==> config.mk <==
export PLATFORM = sky130hd
export DESIGN_NAME = armExecute
export DESIGN_NICKNAME = d
export VERILOG_FILES = /design/src/logic/armExecPkg.sv /design/src/logic/aluCtrlIf.sv /design/src/logic/aluDatapath.sv /design/src/logic/aluDecoder.sv /design/src/logic/armExecute.sv /design/src/logic/flagWriteback.sv
export SDC_FILE = /design/constraint.sdc
export NUM_CORES = 1
export LEC_CHECK = 0
export BUFFER_PORTS_ARGS = -buffer_cell sky130_fd_sc_hd__buf_2
export CORE_MARGIN = 3
export CORE_UTILIZATION = 25
export DETAILED_ROUTE_END_ITERATION = 7
export GPL_TIMING_DRIVEN = 0
export SETUP_SLACK_MARGIN = 0.3
export SLEW_MARGIN = 20
export SYNTH_ARGS = -nofsm -noshare
export SYNTH_HDL_FRONTEND = slang
export SYNTH_SLANG_ARGS = --single-unit
==> constraint.sdc <==
create_clock -name clk -period 7.7 [get_ports clk]
set_clock_uncertainty 0.1 [all_clocks]
set_input_delay 1.54 -clock clk [delete_from_list [all_inputs] [get_ports clk]]
set_output_delay 1.54 -clock clk [all_outputs]
set_load 0.02 [all_outputs]
==> src/logic/armExecPkg.sv <==
package armExecPkg;

    // Data-processing opcodes, ARM instruction bits 24:21
    typedef enum logic [3:0] {
        opAnd = 4'd0,   // Rn & Op2
        opEor = 4'd1,   // Rn ^ Op2
        opSub = 4'd2,   // Rn - Op2
        opRsb = 4'd3,   // Op2 - Rn
        opAdd = 4'd4,   // Rn + Op2
        opAdc = 4'd5,   // Rn + Op2 + C
        opSbc = 4'd6,   // Rn - Op2 - !C
        opRsc = 4'd7,   // Op2 - Rn - !C
        opTst = 4'd8,   // AND, flags only
        opTeq = 4'd9,   // EOR, flags only
        opCmp = 4'd10,  // SUB, flags only
        opCmn = 4'd11,  // ADD, flags only
        opOrr = 4'd12,  // Rn | Op2
        opMov = 4'd13,  // Op2
        opBic = 4'd14,  // Rn & ~Op2
        opMvn = 4'd15   // ~Op2
    } dpOpcode;

    // Function select of the ALU result mux
    typedef enum logic [2:0] {
        funcAnd  = 3'd0,  // Bitwise and
        funcXor  = 3'd1,  // Bitwise exclusive or
        funcSum  = 3'd2,  // Adder output
        funcOr   = 3'd3,  // Bitwise or
        funcPass = 3'd4   // Second operand only
    } aluFunc;

    // How C and V react to a flag-setting operation
    typedef enum logic {
        cvKeep  = 1'b0,   // Logical ops, C and V hold
        cvArith = 1'b1    // Adder ops, C and V from adder
    } cvMode;

    // Bit positions inside the NZCV vector
    localparam int flagN = 3;  // Negative
    localparam int flagZ = 2;  // Zero
    localparam int flagC = 1;  // Carry
    localparam int flagV = 0;  // Overflow

endpackage

==> src/logic/aluCtrlIf.sv <==
interface aluCtrlIf;

    logic               reverseInputs;  // Swap Rn and Op2
    logic               invertB;        // Complement second adder input
    logic               carryIn;        // Adder carry-in
    armExecPkg::aluFunc func;           // Result select
    logic               doNotWriteReg;  // Compare/test group
    armExecPkg::cvMode  cvUpdate;       // C/V update mode

    // Decoder side, drives all controls
    modport dec (
        output reverseInputs, invertB, carryIn, func, doNotWriteReg, cvUpdate
    );

    // Datapath side
    modport alu (
        input reverseInputs, invertB, carryIn, func
    );

    // Writeback side
    modport wb (
        input doNotWriteReg, cvUpdate
    );

endinterface

==> src/logic/aluDatapath.sv <==
module aluDatapath #(
    parameter int dataWidth = 32
) (
    input  logic [dataWidth-1:0] rn,           // First operand
    input  logic [dataWidth-1:0] op2,          // Shifted second operand
    aluCtrlIf.alu                ctrl,         // Decoded controls
    output logic [dataWidth-1:0] result,       // Selected result
    output logic [3:0]           resultFlags   // Candidate NZCV
);

    localparam int msb = dataWidth - 1;

    logic [dataWidth-1:0] opA;       // Adder input A
    logic [dataWidth-1:0] opBRaw;    // Second operand before inversion
    logic [dataWidth-1:0] opB;       // Adder input B
    logic [dataWidth:0]   sum;       // Sum with carry-out on top
    logic [dataWidth-1:0] andOut;
    logic [dataWidth-1:0] xorOut;
    logic [dataWidth-1:0] orOut;
    logic                 overflow;  // Signed overflow of the adder

    // Operand steering
    always_comb begin
        if (ctrl.reverseInputs) begin  // RSB, RSC
            opA    = op2;
            opBRaw = rn;
        end else begin
            opA    = rn;
            opBRaw = op2;
        end
        opB = ctrl.invertB ? ~opBRaw : opBRaw;
    end

    // Adder with carry-in, one extra bit for C
    assign sum = {1'b0, opA} + {1'b0, opB} + {{dataWidth{1'b0}}, ctrl.carryIn};

    // Same sign in, other sign out
    assign overflow = (opA[msb] == opB[msb]) && (sum[msb] != opA[msb]);

    // Logic unit in parallel with the adder
    assign andOut = opA & opB;  // Covers BIC via invertB
    assign xorOut = opA ^ opB;
    assign orOut  = opA | opB;

    // Result select
    always_comb begin
        result = sum[msb:0];
        unique case (ctrl.func)
            armExecPkg::funcAnd:  result = andOut;
            armExecPkg::funcXor:  result = xorOut;
            armExecPkg::funcSum:  result = sum[msb:0];
            armExecPkg::funcOr:   result = orOut;
            armExecPkg::funcPass: result = opB;  // MOV or MVN
            default:              result = sum[msb:0];
        endcase
    end

    // Candidate flags, writeback picks which ones land
    always_comb begin
        resultFlags                    = 4'b0000;
        resultFlags[armExecPkg::flagN] = result[msb];
        resultFlags[armExecPkg::flagZ] = (result == '0);
        resultFlags[armExecPkg::flagC] = sum[dataWidth];  // Adder carry-out
        resultFlags[armExecPkg::flagV] = overflow;
    end

    // Decoder only ever produces the five defined functions
    always_comb begin
        aFuncDefined: assert (ctrl.func inside {armExecPkg::funcAnd, armExecPkg::funcXor,
                                                 armExecPkg::funcSum, armExecPkg::funcOr,
                                                 armExecPkg::funcPass})
            else $error("aluDatapath: undefined ALU function %0d", ctrl.func);
    end

endmodule

==> src/logic/aluDecoder.sv <==
module aluDecoder (
    input  armExecPkg::dpOpcode opcode,     // Opcode of current operation
    input  logic                carryFlag,  // Stored C from writeback
    aluCtrlIf.dec               ctrl        // Decoded controls
);

    // Operand steering and carry-in
    always_comb begin
        ctrl.reverseInputs = 1'b0;
        ctrl.invertB       = 1'b0;
        ctrl.carryIn       = 1'b0;
        unique case (opcode)
            armExecPkg::opSub,
            armExecPkg::opCmp: begin  // Rn + ~Op2 + 1
                ctrl.invertB = 1'b1;
                ctrl.carryIn = 1'b1;
            end
            armExecPkg::opRsb: begin  // Op2 + ~Rn + 1
                ctrl.reverseInputs = 1'b1;
                ctrl.invertB       = 1'b1;
                ctrl.carryIn       = 1'b1;
            end
            armExecPkg::opAdc: begin
                ctrl.carryIn = carryFlag;  // Chained add
            end
            armExecPkg::opSbc: begin  // Borrow is !C
                ctrl.invertB = 1'b1;
                ctrl.carryIn = carryFlag;
            end
            armExecPkg::opRsc: begin
                ctrl.reverseInputs = 1'b1;
                ctrl.invertB       = 1'b1;
                ctrl.carryIn       = carryFlag;
            end
            armExecPkg::opBic,
            armExecPkg::opMvn: begin
                ctrl.invertB = 1'b1;  // Complemented Op2 into logic unit
            end
            armExecPkg::opAnd, armExecPkg::opEor, armExecPkg::opAdd,
            armExecPkg::opTst, armExecPkg::opTeq, armExecPkg::opCmn,
            armExecPkg::opOrr, armExecPkg::opMov: begin
                ctrl.carryIn = 1'b0;  // Plain operands
            end
        endcase
    end

    // Function select, register write and flag mode
    always_comb begin
        ctrl.func          = armExecPkg::funcSum;
        ctrl.doNotWriteReg = 1'b0;
        ctrl.cvUpdate      = armExecPkg::cvKeep;
        unique case (opcode)
            armExecPkg::opAnd,
            armExecPkg::opBic: ctrl.func = armExecPkg::funcAnd;
            armExecPkg::opTst: begin
                ctrl.func          = armExecPkg::funcAnd;
                ctrl.doNotWriteReg = 1'b1;  // Flags only
            end
            armExecPkg::opEor: ctrl.func = armExecPkg::funcXor;
            armExecPkg::opTeq: begin
                ctrl.func          = armExecPkg::funcXor;
                ctrl.doNotWriteReg = 1'b1;
            end
            armExecPkg::opOrr: ctrl.func = armExecPkg::funcOr;
            armExecPkg::opMov,
            armExecPkg::opMvn: ctrl.func = armExecPkg::funcPass;
            armExecPkg::opCmp,
            armExecPkg::opCmn: begin  // Adder without writeback
                ctrl.func          = armExecPkg::funcSum;
                ctrl.doNotWriteReg = 1'b1;
                ctrl.cvUpdate      = armExecPkg::cvArith;
            end
            armExecPkg::opSub, armExecPkg::opRsb, armExecPkg::opAdd,
            armExecPkg::opAdc, armExecPkg::opSbc, armExecPkg::opRsc: begin
                ctrl.func     = armExecPkg::funcSum;
                ctrl.cvUpdate = armExecPkg::cvArith;  // C and V from adder
            end
        endcase
    end

endmodule

==> src/logic/armExecute.sv <==
module armExecute #(
    parameter int dataWidth = 32
) (
    input  logic                 clk,
    input  logic                 arstN,
    input  logic                 opValid,      // One operation per strobe
    input  logic [3:0]           opcode,       // Data-processing opcode
    input  logic                 setFlags,     // S bit
    input  logic [dataWidth-1:0] rn,           // First operand
    input  logic [dataWidth-1:0] op2,          // Already-shifted operand
    output logic                 resultValid,  // Result strobe, one cycle later
    output logic [dataWidth-1:0] result,
    output logic                 writeReg,     // Result goes to Rd
    output logic [3:0]           flags         // NZCV
);

    logic [dataWidth-1:0] aluResult;  // Datapath result
    logic [3:0]           aluFlags;   // Candidate NZCV
    logic                 carryFlag;  // Stored C for carry chaining

    // Decoded controls shared by all three blocks
    aluCtrlIf ctrl0 ();

    aluDecoder dec0 (
        .opcode    (armExecPkg::dpOpcode'(opcode)),
        .carryFlag (carryFlag),
        .ctrl      (ctrl0.dec)
    );

    aluDatapath #(
        .dataWidth (dataWidth)
    ) alu0 (
        .rn          (rn),
        .op2         (op2),
        .ctrl        (ctrl0.alu),
        .result      (aluResult),
        .resultFlags (aluFlags)
    );

    flagWriteback #(
        .dataWidth (dataWidth)
    ) wb0 (
        .clk         (clk),
        .arstN       (arstN),
        .opValid     (opValid),
        .setFlags    (setFlags),
        .result      (aluResult),
        .resultFlags (aluFlags),
        .ctrl        (ctrl0.wb),
        .resultValid (resultValid),
        .resultOut   (result),
        .writeReg    (writeReg),
        .flags       (flags),
        .carryFlag   (carryFlag)
    );

endmodule

==> src/logic/flagWriteback.sv <==
module flagWriteback #(
    parameter int dataWidth = 32
) (
    input  logic                 clk,
    input  logic                 arstN,
    input  logic                 opValid,      // Operation strobe
    input  logic                 setFlags,     // S bit
    input  logic [dataWidth-1:0] result,       // From datapath
    input  logic [3:0]           resultFlags,  // Candidate NZCV
    aluCtrlIf.wb                 ctrl,         // Write and flag controls
    output logic                 resultValid,  // One-cycle pulse
    output logic [dataWidth-1:0] resultOut,    // Registered result
    output logic                 writeReg,     // Register file write enable
    output logic [3:0]           flags,        // Stored NZCV
    output logic                 carryFlag     // Stored C to decoder
);

    logic flagUpdate;  // Flag-setting operation this cycle

    assign flagUpdate = opValid && setFlags;

    // Result stage
    always_ff @(posedge clk or negedge arstN) begin
        if (!arstN) begin
            resultValid <= 1'b0;
            resultOut   <= '0;
            writeReg    <= 1'b0;
        end else begin
            resultValid <= opValid;  // Pulse follows strobe by one cycle
            if (opValid) begin
                resultOut <= result;
                writeReg  <= !ctrl.doNotWriteReg;  // Low for TST/TEQ/CMP/CMN
            end
        end
    end

    // NZCV register
    always_ff @(posedge clk or negedge arstN) begin
        if (!arstN) begin
            flags <= 4'b0000;
        end else if (flagUpdate) begin
            flags[armExecPkg::flagN] <= resultFlags[armExecPkg::flagN];
            flags[armExecPkg::flagZ] <= resultFlags[armExecPkg::flagZ];
            if (ctrl.cvUpdate == armExecPkg::cvArith) begin  // Logical ops keep C, V
                flags[armExecPkg::flagC] <= resultFlags[armExecPkg::flagC];
                flags[armExecPkg::flagV] <= resultFlags[armExecPkg::flagV];
            end
        end
    end

    // Back to decoder for ADC/SBC/RSC
    assign carryFlag = flags[armExecPkg::flagC];

    // Back-to-back pulses only from back-to-back strobes
    aValidPulse: assert property (
        @(posedge clk) disable iff (!arstN)
        (resultValid && $past(resultValid)) |-> ($past(opValid) && $past(opValid, 2))
    ) else $error("flagWriteback: resultValid held without consecutive opValid");

    // Flags move only after a flag-setting operation
    aFlagsStable: assert property (
        @(posedge clk) disable iff (!arstN)
        !$past(flagUpdate) |-> $stable(flags)
    ) else $error("flagWriteback: flags changed without opValid and setFlags");

endmodule

==> run summary, run 1 <==
CP arrival: 7.28 ns
Post-Syn Area per Cell: 7.39 um^2
Die Y: 174 um
Vias/cell: 5.39
Final Slew Violations: 0
Synth warn: 0
Ys async rst share: 100%
R2R setup slack: 3.03 ns
Cell count after synthesis: 956
Synth cell count leaders: 79 x a21oi_1, 75 x nor2_1, 73 x nand2_1
Rows: 60
Setup TNS: 0 ns
Crit. End Element: register
Max_slew headroom: 20.4%
Placed insts: 1430
Share of the yosys chip area belonging to registers: 13.5%
Fin crit period: 7.15 ns
Synth Area in Compound Gates: 29.1%
FF-to-FF Start: wb0.flags[1]$_DFFE_PN0P_
Worst Hold Depth: 2
Nets: 1192
Max rail drop VDD: 87.3 uV
Port bufs: 102
Critical path required time: 7.83 ns
Largest family of logic cells by synthesized area: compound AO/OA/AOI/OAI gates
DR vias: 7767
Most frequent cell after synthesis: a21oi_1
Top FF cell, synth: dfrtp_1
Critical path class: in -> reg
Post-synthesis net count: 1083
Total CTS buffers: 5
Yosys top cell area share: 13.5%
Top cells by area, synth: dfrtp_1 13%, ha_1 9.7%, mux2i_1 7.4%
Drt drc: 0
DR WL/cell: 20.1 um
Mux contribution to synthesized area: 12.3%
CTS tree: yes
Post-Synth XOR/XNOR Area: 5.95%
Postcts setup bufs: 0
DIE AREA: 30300 um^2
Distinct cells, synth: 87
HP Start: wb0.flags[3]$_DFFE_PN0P_
DP HPWL: 23300 um
Share of post-route cells with drive strength above 1: 18.5%
Pre-antenna DRT Iters: 6
Buffers & Inverters on Critical Path: 8
CP max stage cell: or4_1
Initial core utilization: 25.8%
Hold/Removal Path Class: reg -> reg
Period utilization: 92.9%
Non-filler cells, final: 1440
Share of synthesized cell area in full adder, half adder and majority cells: 9.74%
R2r endpoint: wb0.flags[2]$_DFFE_PN0P_
Slew of the pin with the lowest slew margin: 1.18 ns
Largest area contributor in the netlist: dfrtp_1
Die width: 174 um
Routability congestion estimate: 0.935
Power per cell area: 171 nW/um^2
Hold Crit Endpoint: wb0.flags[3]$_DFFE_PN0P_
Syn Std Cell Area: 7060 um^2
Critical Path Fanout Max: 10
Post-synth EDFFs: 0
Critical Path Source Type: primary input
H-tree levels: 2
CP top delay family: buffers and inverters
RSZ-0062 raised after global routing: false
Worst-skew pair later-pin latency: 0.28 ns
GRT overflow: 0
MaxCap Viol Count: 0
CP dominant cell by count: buf_6
Cell Chain, Critical Path: buf_2 -> buf_6 -> buf_6 -> nor2b_1 -> nand2_2 -> buf_6 -> buf_2 -> clkbuf_2 -> clkdlybuf4s18_2 -> mux2_2 -> ha_1 -> clkbuf_1 -> a21oi_1 -> o21bai_1 -> a21oi_1 -> nand4_2 -> xor2_1 -> a221oi_2 -> nand2_1 -> or4_1 -> nor4_1 -> a21o_1
Number of global-route vias before repair: 7396
Total wire length: 28900 um
Leakage: 3.78 nW
FMAX: 140 MHz
Final hold vios: 0
First-pass GRT wire length: 43500 um
Final setup vio count: 0
Post-Synth Simple-Gate Area: 20.9%
Yosys reg bits: 38
I/O pins: 110
Core area: 27300 um^2
Initial DRC count: 721
Clk sinks: 38
Reg2reg path depth: 19
Post-detailed-route count of antenna-violating nets: 0
Antenna violations before repair: 1
Status: finished clean
Largest net degree at the start of global routing: 39
CTS clk-pin slew, worst paths: 0.06 ns
Bufs on Longest Clock Path: 2
Hold buffer count at cts: 0
Max incr delay on CP: 0.51 ns
Tot GR Track Use: 18.2%
Syn-to-layout area delta: 17.0%
CTS root buffer: clkbuf_16
[worst max-delay path by stage]
stage	startpoint	depth (start not counted)	slack (ns)	endpoint
finish	opcode[3]	22	0.55	wb0.flags[2]$_DFFE_PN0P_
global route	opcode[0]	24	0.33	wb0.flags[2]$_DFFE_PN0P_
CTS	opcode[0]	24	0.44	wb0.flags[2]$_DFFE_PN0P_
detailed placement	opcode[3]	23	-0.36	wb0.flags[2]$_DFFE_PN0P_
global placement	opcode[3]	22	-0.32	wb0.flags[2]$_DFFE_PN0P_
floorplan	opcode[1]	23	1.10	wb0.flags[2]$_DFFE_PN0P_
[per-stage QoR]
stage               util, %  area [um^2]  power (mW)  hold WS (ns)  setup WS (ns)
floorplan                 -         7060       0.883         0.394           1.10
CTS                    30.1         8230        1.41         0.385          0.437
finish                 30.2         8260        1.41         0.390          0.546
global placement       29.4         8040        1.16         0.363         -0.318
global route           30.2         8260        1.52         0.422          0.330
detailed placement     29.4         8040        1.16         0.370         -0.356
[sequential cells by signal, indices dropped and copies added, names as in the netlist]
register         count
wb0.writeReg         1
wb0.resultValid      1
wb0.resultOut       32
wb0.flags            4
[logic make-up (layout without fill, tap and decap cells)]
group                    count (synthesis)  in the layout
AO/OA/AOI/OAI                          303            303
buffers and inverters                  143            253
flip-flops                              38             38
AND/OR/NAND/NOR                        286            286
other                                    0              2
multiplexers                            83             83
adder cells (fa/ha/maj)                 55             55
XOR/XNOR                                48             48
[cell type report]
class                      count  area, um^2
timing repair buffer         102         510
inverter                      69         259
sequential                    38         951
antenna                        2        5.00
multi-input combinational    775        5530
fill                        3081       19100
clock buffer                   5         125
buffer                        74         368
clock inverter                 3        45.0
tap                          372         465
[worst min-delay path, cell delays in order, from the launching register on]
cell     delay (ns)
dfrtp_1        0.34
nand2_1        0.05
o21ai_0        0.06
[cells in the final DEF (no fill, tap or decap), types with 38 or more instances in the layout]
cell / synthesis / layout
ha_1: 55 / 55
o21ai_0: 56 / 56
nor2_1: 75 / 75
clkbuf_1: 44 / 42
nand2_1: 73 / 73
a21oi_1: 79 / 78
dfrtp_1: 38 / 38
inv_1: 67 / 67
buf_2: 14 / 114
mux2i_1: 52 / 52
[metal layers]
metal | track usage [%] | wire [um]
met1 | 24.4 | 12800
met2 | 30.3 | 13300
met3 | 3.23 | 2110
met4 | 4.46 | 669
met5 | 0 | 0
[what timing repair did]
item | in CTS | in global routing
gates resized for setup | 8 | 15
endpoints found under the hold margin | 0 | 0
setup endpoints to repair | 1 | 1
[where the power goes]
group | switching (mW) | internal (mW) | leakage (nW) | total, mW
logic | 0.577 | 0.321 | 3.26 | 0.898
registers | 0.0291 | 0.250 | 0.444 | 0.279
clock network | 0.0830 | 0.153 | 0.0761 | 0.236
Note: power is estimated with default switching activity, not from simulation.
==> run 2, diff against run 1 <==
- BUFFER_PORTS_ARGS: -buffer_cell sky130_fd_sc_hd__buf_2 -> -buffer_cell sky130_fd_sc_hd__buf_4
- TNS_END_PERCENT: not set -> 20
==> run 2 against run 1 <==
Die area stayed put. Setup slack better by 0.077 ns. Clock power hardly changed. Via count is 1.4% higher. Highest routed layer unchanged.
==> run summary, run 2 (synthesis results as in run 1) <==
Metal3 WL: 2050 um
Drt drc: 0
Postcts setup bufs: 0
Final setup vio count: 0
Placed insts: 1430
Internal power: 0.760 mW
CTS tree: yes
Final hold vios: 0
Initial DRC count: 763
Power per cell area: 170 nW/um^2
Syn-to-layout area delta: 20.6%
Period utilization: 91.9%
Resize count post-CTS: 8
Commonest non-fill, non-tap cells in the layout: 104 x buf_4, 78 x a21oi_1, 75 x nor2_1
Hold/Removal Path Class: reg -> reg
WL met2: 13000 um
FF-to-FF Start: wb0.flags[1]$_DFFE_PN0P_
H-tree levels: 2
Final Slew Violations: 0
Reg2reg path depth: 19
Tot GR Track Use: 18.2%
Critical path class: in -> reg
Critical Path Fanout Max: 10
FMAX: 141 MHz
Fin crit period: 7.08 ns
Nets: 1192
DIE AREA: 30300 um^2
Total CTS buffers: 5
Total wire length: 28700 um
Core area: 27300 um^2
Clock power share: 16.2%
Die width: 174 um
Largest net degree at the start of global routing: 39
Antenna violations before repair: 0
Post-detailed-route count of antenna-violating nets: 0
Non-filler cells, final: 1438
Number of global-route vias before repair: 7444
CTS root buffer: clkbuf_16
Status: finished clean
Rows: 60
DP HPWL: 23100 um
Placed Instance Area: 8290 um^2
CTS clk-pin slew, worst paths: 0.06 ns
Hold buffer count at cts: 0
Switching share of power: 47.5%
RSZ-0062 raised after global routing: false
Initial core utilization: 25.8%
R2R setup slack: 2.97 ns
I/O pins: 110
DR vias: 7875
CP arrival: 7.21 ns
Critical Path Source Type: primary input
Combinational fraction of design power: 64.4%
Final instance area: 8510 um^2
Commonest non-fill, non-tap cell in the layout: buf_4
Switching pwr: 0.687 mW
GRT overflow: 0
Crit. End Element: register
Die Y: 174 um
Worst Hold Depth: 2
Top reg by flops: wb0.resultOut
Hold Crit Endpoint: wb0.flags[3]$_DFFE_PN0P_
Max rail drop VDD: 85.3 uV
Vias/cell: 5.48
HP Start: wb0.flags[3]$_DFFE_PN0P_
Bufs on Longest Clock Path: 2
Critical path required time: 7.83 ns
First-pass GRT wire length: 44100 um
DR WL/cell: 20.0 um
Clk sinks: 38
R2r endpoint: wb0.flags[2]$_DFFE_PN0P_
Max_slew headroom: 20.1%
Fillers: 3007
Share of post-route cells with drive strength above 1: 18.7%
Max reg flops: 32
Leakage: 3.87 nW
Slew of the pin with the lowest slew margin: 1.19 ns
Pre-antenna DRT Iters: 5
Highest routed layer: met4
Biggest regs: wb0.resultOut: 32 flops, wb0.flags: 4 flops
Port bufs: 102
Diodes inserted: 0
Sequential power share: 19.4%
MaxCap Viol Count: 0
Worst-skew pair later-pin latency: 0.28 ns
Routability congestion estimate: 0.975
M1 WL: 12700 um
-- run 2: cell types whose count changed in the layout (fill, tap and decap cells not counted), moves of 2 or more --
cell / change
buf_2: -100
diode_2: -2
clkdlybuf4s18_2: -2
buf_4: +102
-- run 2: critical path: stages --
cell	delay, ns
buf_2	0.17
buf_6	0.17
nor2b_2	0.20
nand2_2	0.13
buf_6	0.22
buf_2	0.36
clkbuf_4	0.32
clkdlybuf4s15_2	0.49
mux2_2	0.40
ha_1	0.30
clkbuf_1	0.24
a21oi_1	0.19
o21bai_1	0.07
a21oi_1	0.36
nand4_2	0.35
xor2_1	0.25
a221oi_2	0.40
nand2_1	0.08
or4_1	0.52
nor4_1	0.31
a21o_1	0.12
-- run 2: final cells by class --
| type | count | area (um^2) | share of cell area, % |
|---|---|---|---|
| Inverter | 69 | 259 | 3.04 |
| Buffer | 74 | 365 | 4.29 |
| Multi-Input combinational cell | 775 | 5540 | 65.0 |
| Tap cell | 372 | 465 | 5.47 |
| Timing Repair Buffer | 102 | 766 | 8.99 |
| Clock buffer | 5 | 125 | 1.47 |
| Sequential cell | 38 | 951 | 11.2 |
| Clock inverter | 3 | 45.0 | 0.529 |
-- run 2: power groups by stage --
stage / Clock (mW) / Sequential [mW] / Combinational, mW
floorplan: 0 / 0.339 / 0.544
global placement: 0 / 0.284 / 0.912
detailed placement: 0 / 0.284 / 0.919
CTS: 0.241 / 0.282 / 0.924
global route: 0.249 / 0.288 / 1.02
finish: 0.234 / 0.281 / 0.932
-- run 2: per-layer routing --
layer / vias up / track usage, %
li1: 3738 / -
met1: 3729 / 25.1
met2: 349 / 28.9
met3: 59 / 3.15
met4: 0 / 5.90
met5: - / 0
-- run 2: worst max path at each step --
stage	start	endpoint	slack, ns	cells past startpoint
finish	opcode[1]	wb0.flags[2]$_DFFE_PN0P_	0.62	21
detailed placement	opcode[1]	wb0.flags[2]$_DFFE_PN0P_	-0.41	21
global placement	opcode[1]	wb0.flags[2]$_DFFE_PN0P_	-0.37	21
CTS	opcode[0]	wb0.flags[2]$_DFFE_PN0P_	0.35	24
floorplan	opcode[1]	wb0.flags[2]$_DFFE_PN0P_	1.10	23
global route	opcode[0]	wb0.flags[2]$_DFFE_PN0P_	0.34	24
-- run 2: through the flow --
step                      setup slack, ns  hold slack [ns]  TNS (ns)  total power [mW]  utilization [%]
after detailed placement           -0.412            0.383    -0.412              1.20             30.3
final                               0.623            0.395         0              1.45             31.2
after CTS                           0.348            0.397         0              1.45             31.1
after floorplan                      1.10            0.394         0             0.883                -
after global placement             -0.374            0.369    -0.374              1.20             30.3
after global routing                0.335            0.423         0              1.56             31.2
==> run 3, diff against run 2 <==
- ABC_AREA: not set -> 1
- PLACE_DENSITY: not set -> 0.4
==> run 3 against run 2 <==
Area after synthesis down 5.3%. Final cell count up 12%. Sequential power fell by 5%. Die area shrank 5.1%. Global-route usage down 0.11 points. Utilization shrank 0.45 points. Maximum frequency is 35% higher. Design area decreased by 5.5%. Combinational power decreased by 10%. First-iteration DRC count is 30% lower. Non-clock buffer count down 28.
==> run summary, run 3 <==
Max rail drop VDD: 84.8 uV
Max reg flops: 32
Top reg by flops: wb0.resultOut
Critical path class: in -> reg
Slew of the pin with the lowest slew margin: 1.06 ns
Synth cell count leaders: 314 x nand2_1, 191 x inv_1, 105 x o21ai_0
Final setup vio count: 0
Vias/cell: 4.70
CTS clk-pin slew, worst paths: 0.06 ns
H-tree levels: 2
Fin crit period: 5.25 ns
Hold buffer count at cts: 0
RSZ-0062 raised after global routing: false
FMAX: 191 MHz
Commonest non-fill, non-tap cell in the layout: nand2_1
Worst-skew pair later-pin latency: 0.28 ns
Pre-antenna DRT Iters: 5
Ys async rst share: 100%
CP arrival: 5.37 ns
Die Y: 170 um
Die width: 170 um
Cell count after synthesis: 1168
Period utilization: 68.1%
Critical Path Fanout Max: 10
Tot GR Track Use: 18.1%
Largest area contributor in the netlist: nand2_1
Bufs on Longest Clock Path: 2
Share of the yosys chip area belonging to registers: 14.2%
Total wire length: 26000 um
DIE AREA: 28700 um^2
Rows: 59
Hold/Removal Path Class: reg -> reg
Leakage: 4.27 nW
Power per cell area: 162 nW/um^2
Port bufs: 106
Max_slew headroom: 28.9%
Yosys top cell area share: 17.6%
MaxCap Viol Count: 0
CTS root buffer: clkbuf_16
DR vias: 7602
Syn Std Cell Area: 6690 um^2
DR WL/cell: 16.1 um
Largest net degree at the start of global routing: 39
Top cells by area, synth: nand2_1 18%, dfrtp_1 14%, inv_1 11%
Initial core utilization: 25.5%
GRT overflow: 0
Non-filler cells, final: 1617
Placed insts: 1609
Post-synthesis net count: 1295
Number of global-route vias before repair: 7324
Post-synth EDFFs: 0
Routability congestion estimate: 0.902
Biggest regs: wb0.resultOut: 32 flops, wb0.flags: 4 flops
Setup TNS: 0 ns
Commonest non-fill, non-tap cells in the layout: 314 x nand2_1, 191 x inv_1, 110 x buf_4
Crit. End Element: register
Fillers: 3008
Post-Syn Area per Cell: 5.73 um^2
Critical Path Source Type: primary input
Top FF cell, synth: dfrtp_1
Diodes inserted: 0
Core area: 26200 um^2
Final hold vios: 0
Syn-to-layout area delta: 20.3%
DP HPWL: 22500 um
Post-detailed-route count of antenna-violating nets: 0
Most frequent cell after synthesis: nand2_1
Final Slew Violations: 0
Status: finished clean
First-pass GRT wire length: 41400 um
Clk sinks: 38
Yosys reg bits: 38
Antenna violations before repair: 0
Critical path required time: 7.82 ns
Distinct cells, synth: 48
Share of post-route cells with drive strength above 1: 15.3%
Postcts setup bufs: 0
Resize count post-CTS: 0
Initial DRC count: 536
Nets: 1408
CTS tree: yes
Total CTS buffers: 5
Synth warn: 0
I/O pins: 110
Drt drc: 0
-- run 3: where the power goes --
part / switching, mW / leakage, nW / internal, mW
logic: 0.550 / 3.75 / 0.286
registers: 0.0260 / 0.453 / 0.241
clock network: 0.0803 / 0.0708 / 0.120
-- run 3: area by class of cell --
class	count	area, um^2	share of cell area, %
clock buffers	6	129	1.60
repair buffers	106	796	9.89
multi-input cells	881	4740	58.9
inverters	207	777	9.66
plain buffers	42	221	2.75
clock inverters	2	13.8	0.171
flip-flops and latches	38	951	11.8
well taps	335	419	5.21
-- run 3: per-stage QoR --
step                area [um^2]  setup WS, ns  hold WS, ns  power, mW  utilization (%)
finish                     8050          2.45        0.385       1.30             30.7
global route               8050          1.92        0.406       1.43             30.7
CTS                        8050          2.37        0.388       1.31             30.7
detailed placement         7900          2.10        0.371       1.10             30.2
global placement           7900          2.05        0.371       1.10             30.2
floorplan                  6690          3.03        0.406      0.809                -
-- run 3: final timing paths --
path	startpoint	to	slack, ns	depth (start not counted)
setup / recovery	opcode[0]	wb0.flags[2]$_DFFE_PN0P_	2.45	21
hold / removal	wb0.resultOut[24]$_DFFE_PN0P_	wb0.resultOut[24]$_DFFE_PN0P_	0.38	2
setup reg to reg	wb0.flags[1]$_DFFE_PN0P_	wb0.flags[2]$_DFFE_PN0P_	4.72	18
hold reg to reg	wb0.resultOut[24]$_DFFE_PN0P_	wb0.resultOut[24]$_DFFE_PN0P_	0.38	2
max in group asynchronous	arstN	wb0.resultOut[24]$_DFFE_PN0P_	6.02	1
min in group asynchronous	arstN	wb0.resultValid$_DFF_PN0_	1.12	1
-- run 3: kinds of logic after synthesis --
logic type               count (synthesis)  synth area share (%)
adder cells (fa/ha/maj)                 55                  10.3
AND/OR/NAND/NOR                        569                  37.7
AO/OA/AOI/OAI                          233                  19.7
XOR/XNOR                                24                  3.14
flip-flops                              38                  14.2
buffers and inverters                  249                  14.9
-- run 3: routing by layer --
layer	routed length, um	vias to the layer above	GRT usage [%]
li1	-	3979	-
met1	14000	3426	28.7
met2	10800	185	27.6
met3	1090	12	1.12
met4	187	0	2.31
met5	0	-	0
-- run 3: critical path: stages --
cell	delay, ns
buf_4	0.15
nand3_4	0.13
clkbuf_1	0.49
clkbuf_1	0.47
o21ai_0	0.22
ha_1	0.48
nand2_1	0.14
nor2_1	0.16
inv_1	0.10
nor3_1	0.38
nor3b_1	0.25
nand2_1	0.11
nand3_1	0.09
nand2_1	0.05
nand3_1	0.12
nand2_1	0.07
nor2_1	0.09
nand3_1	0.08
nor2_1	0.09
nand3_1	0.08
nand2_1	0.06
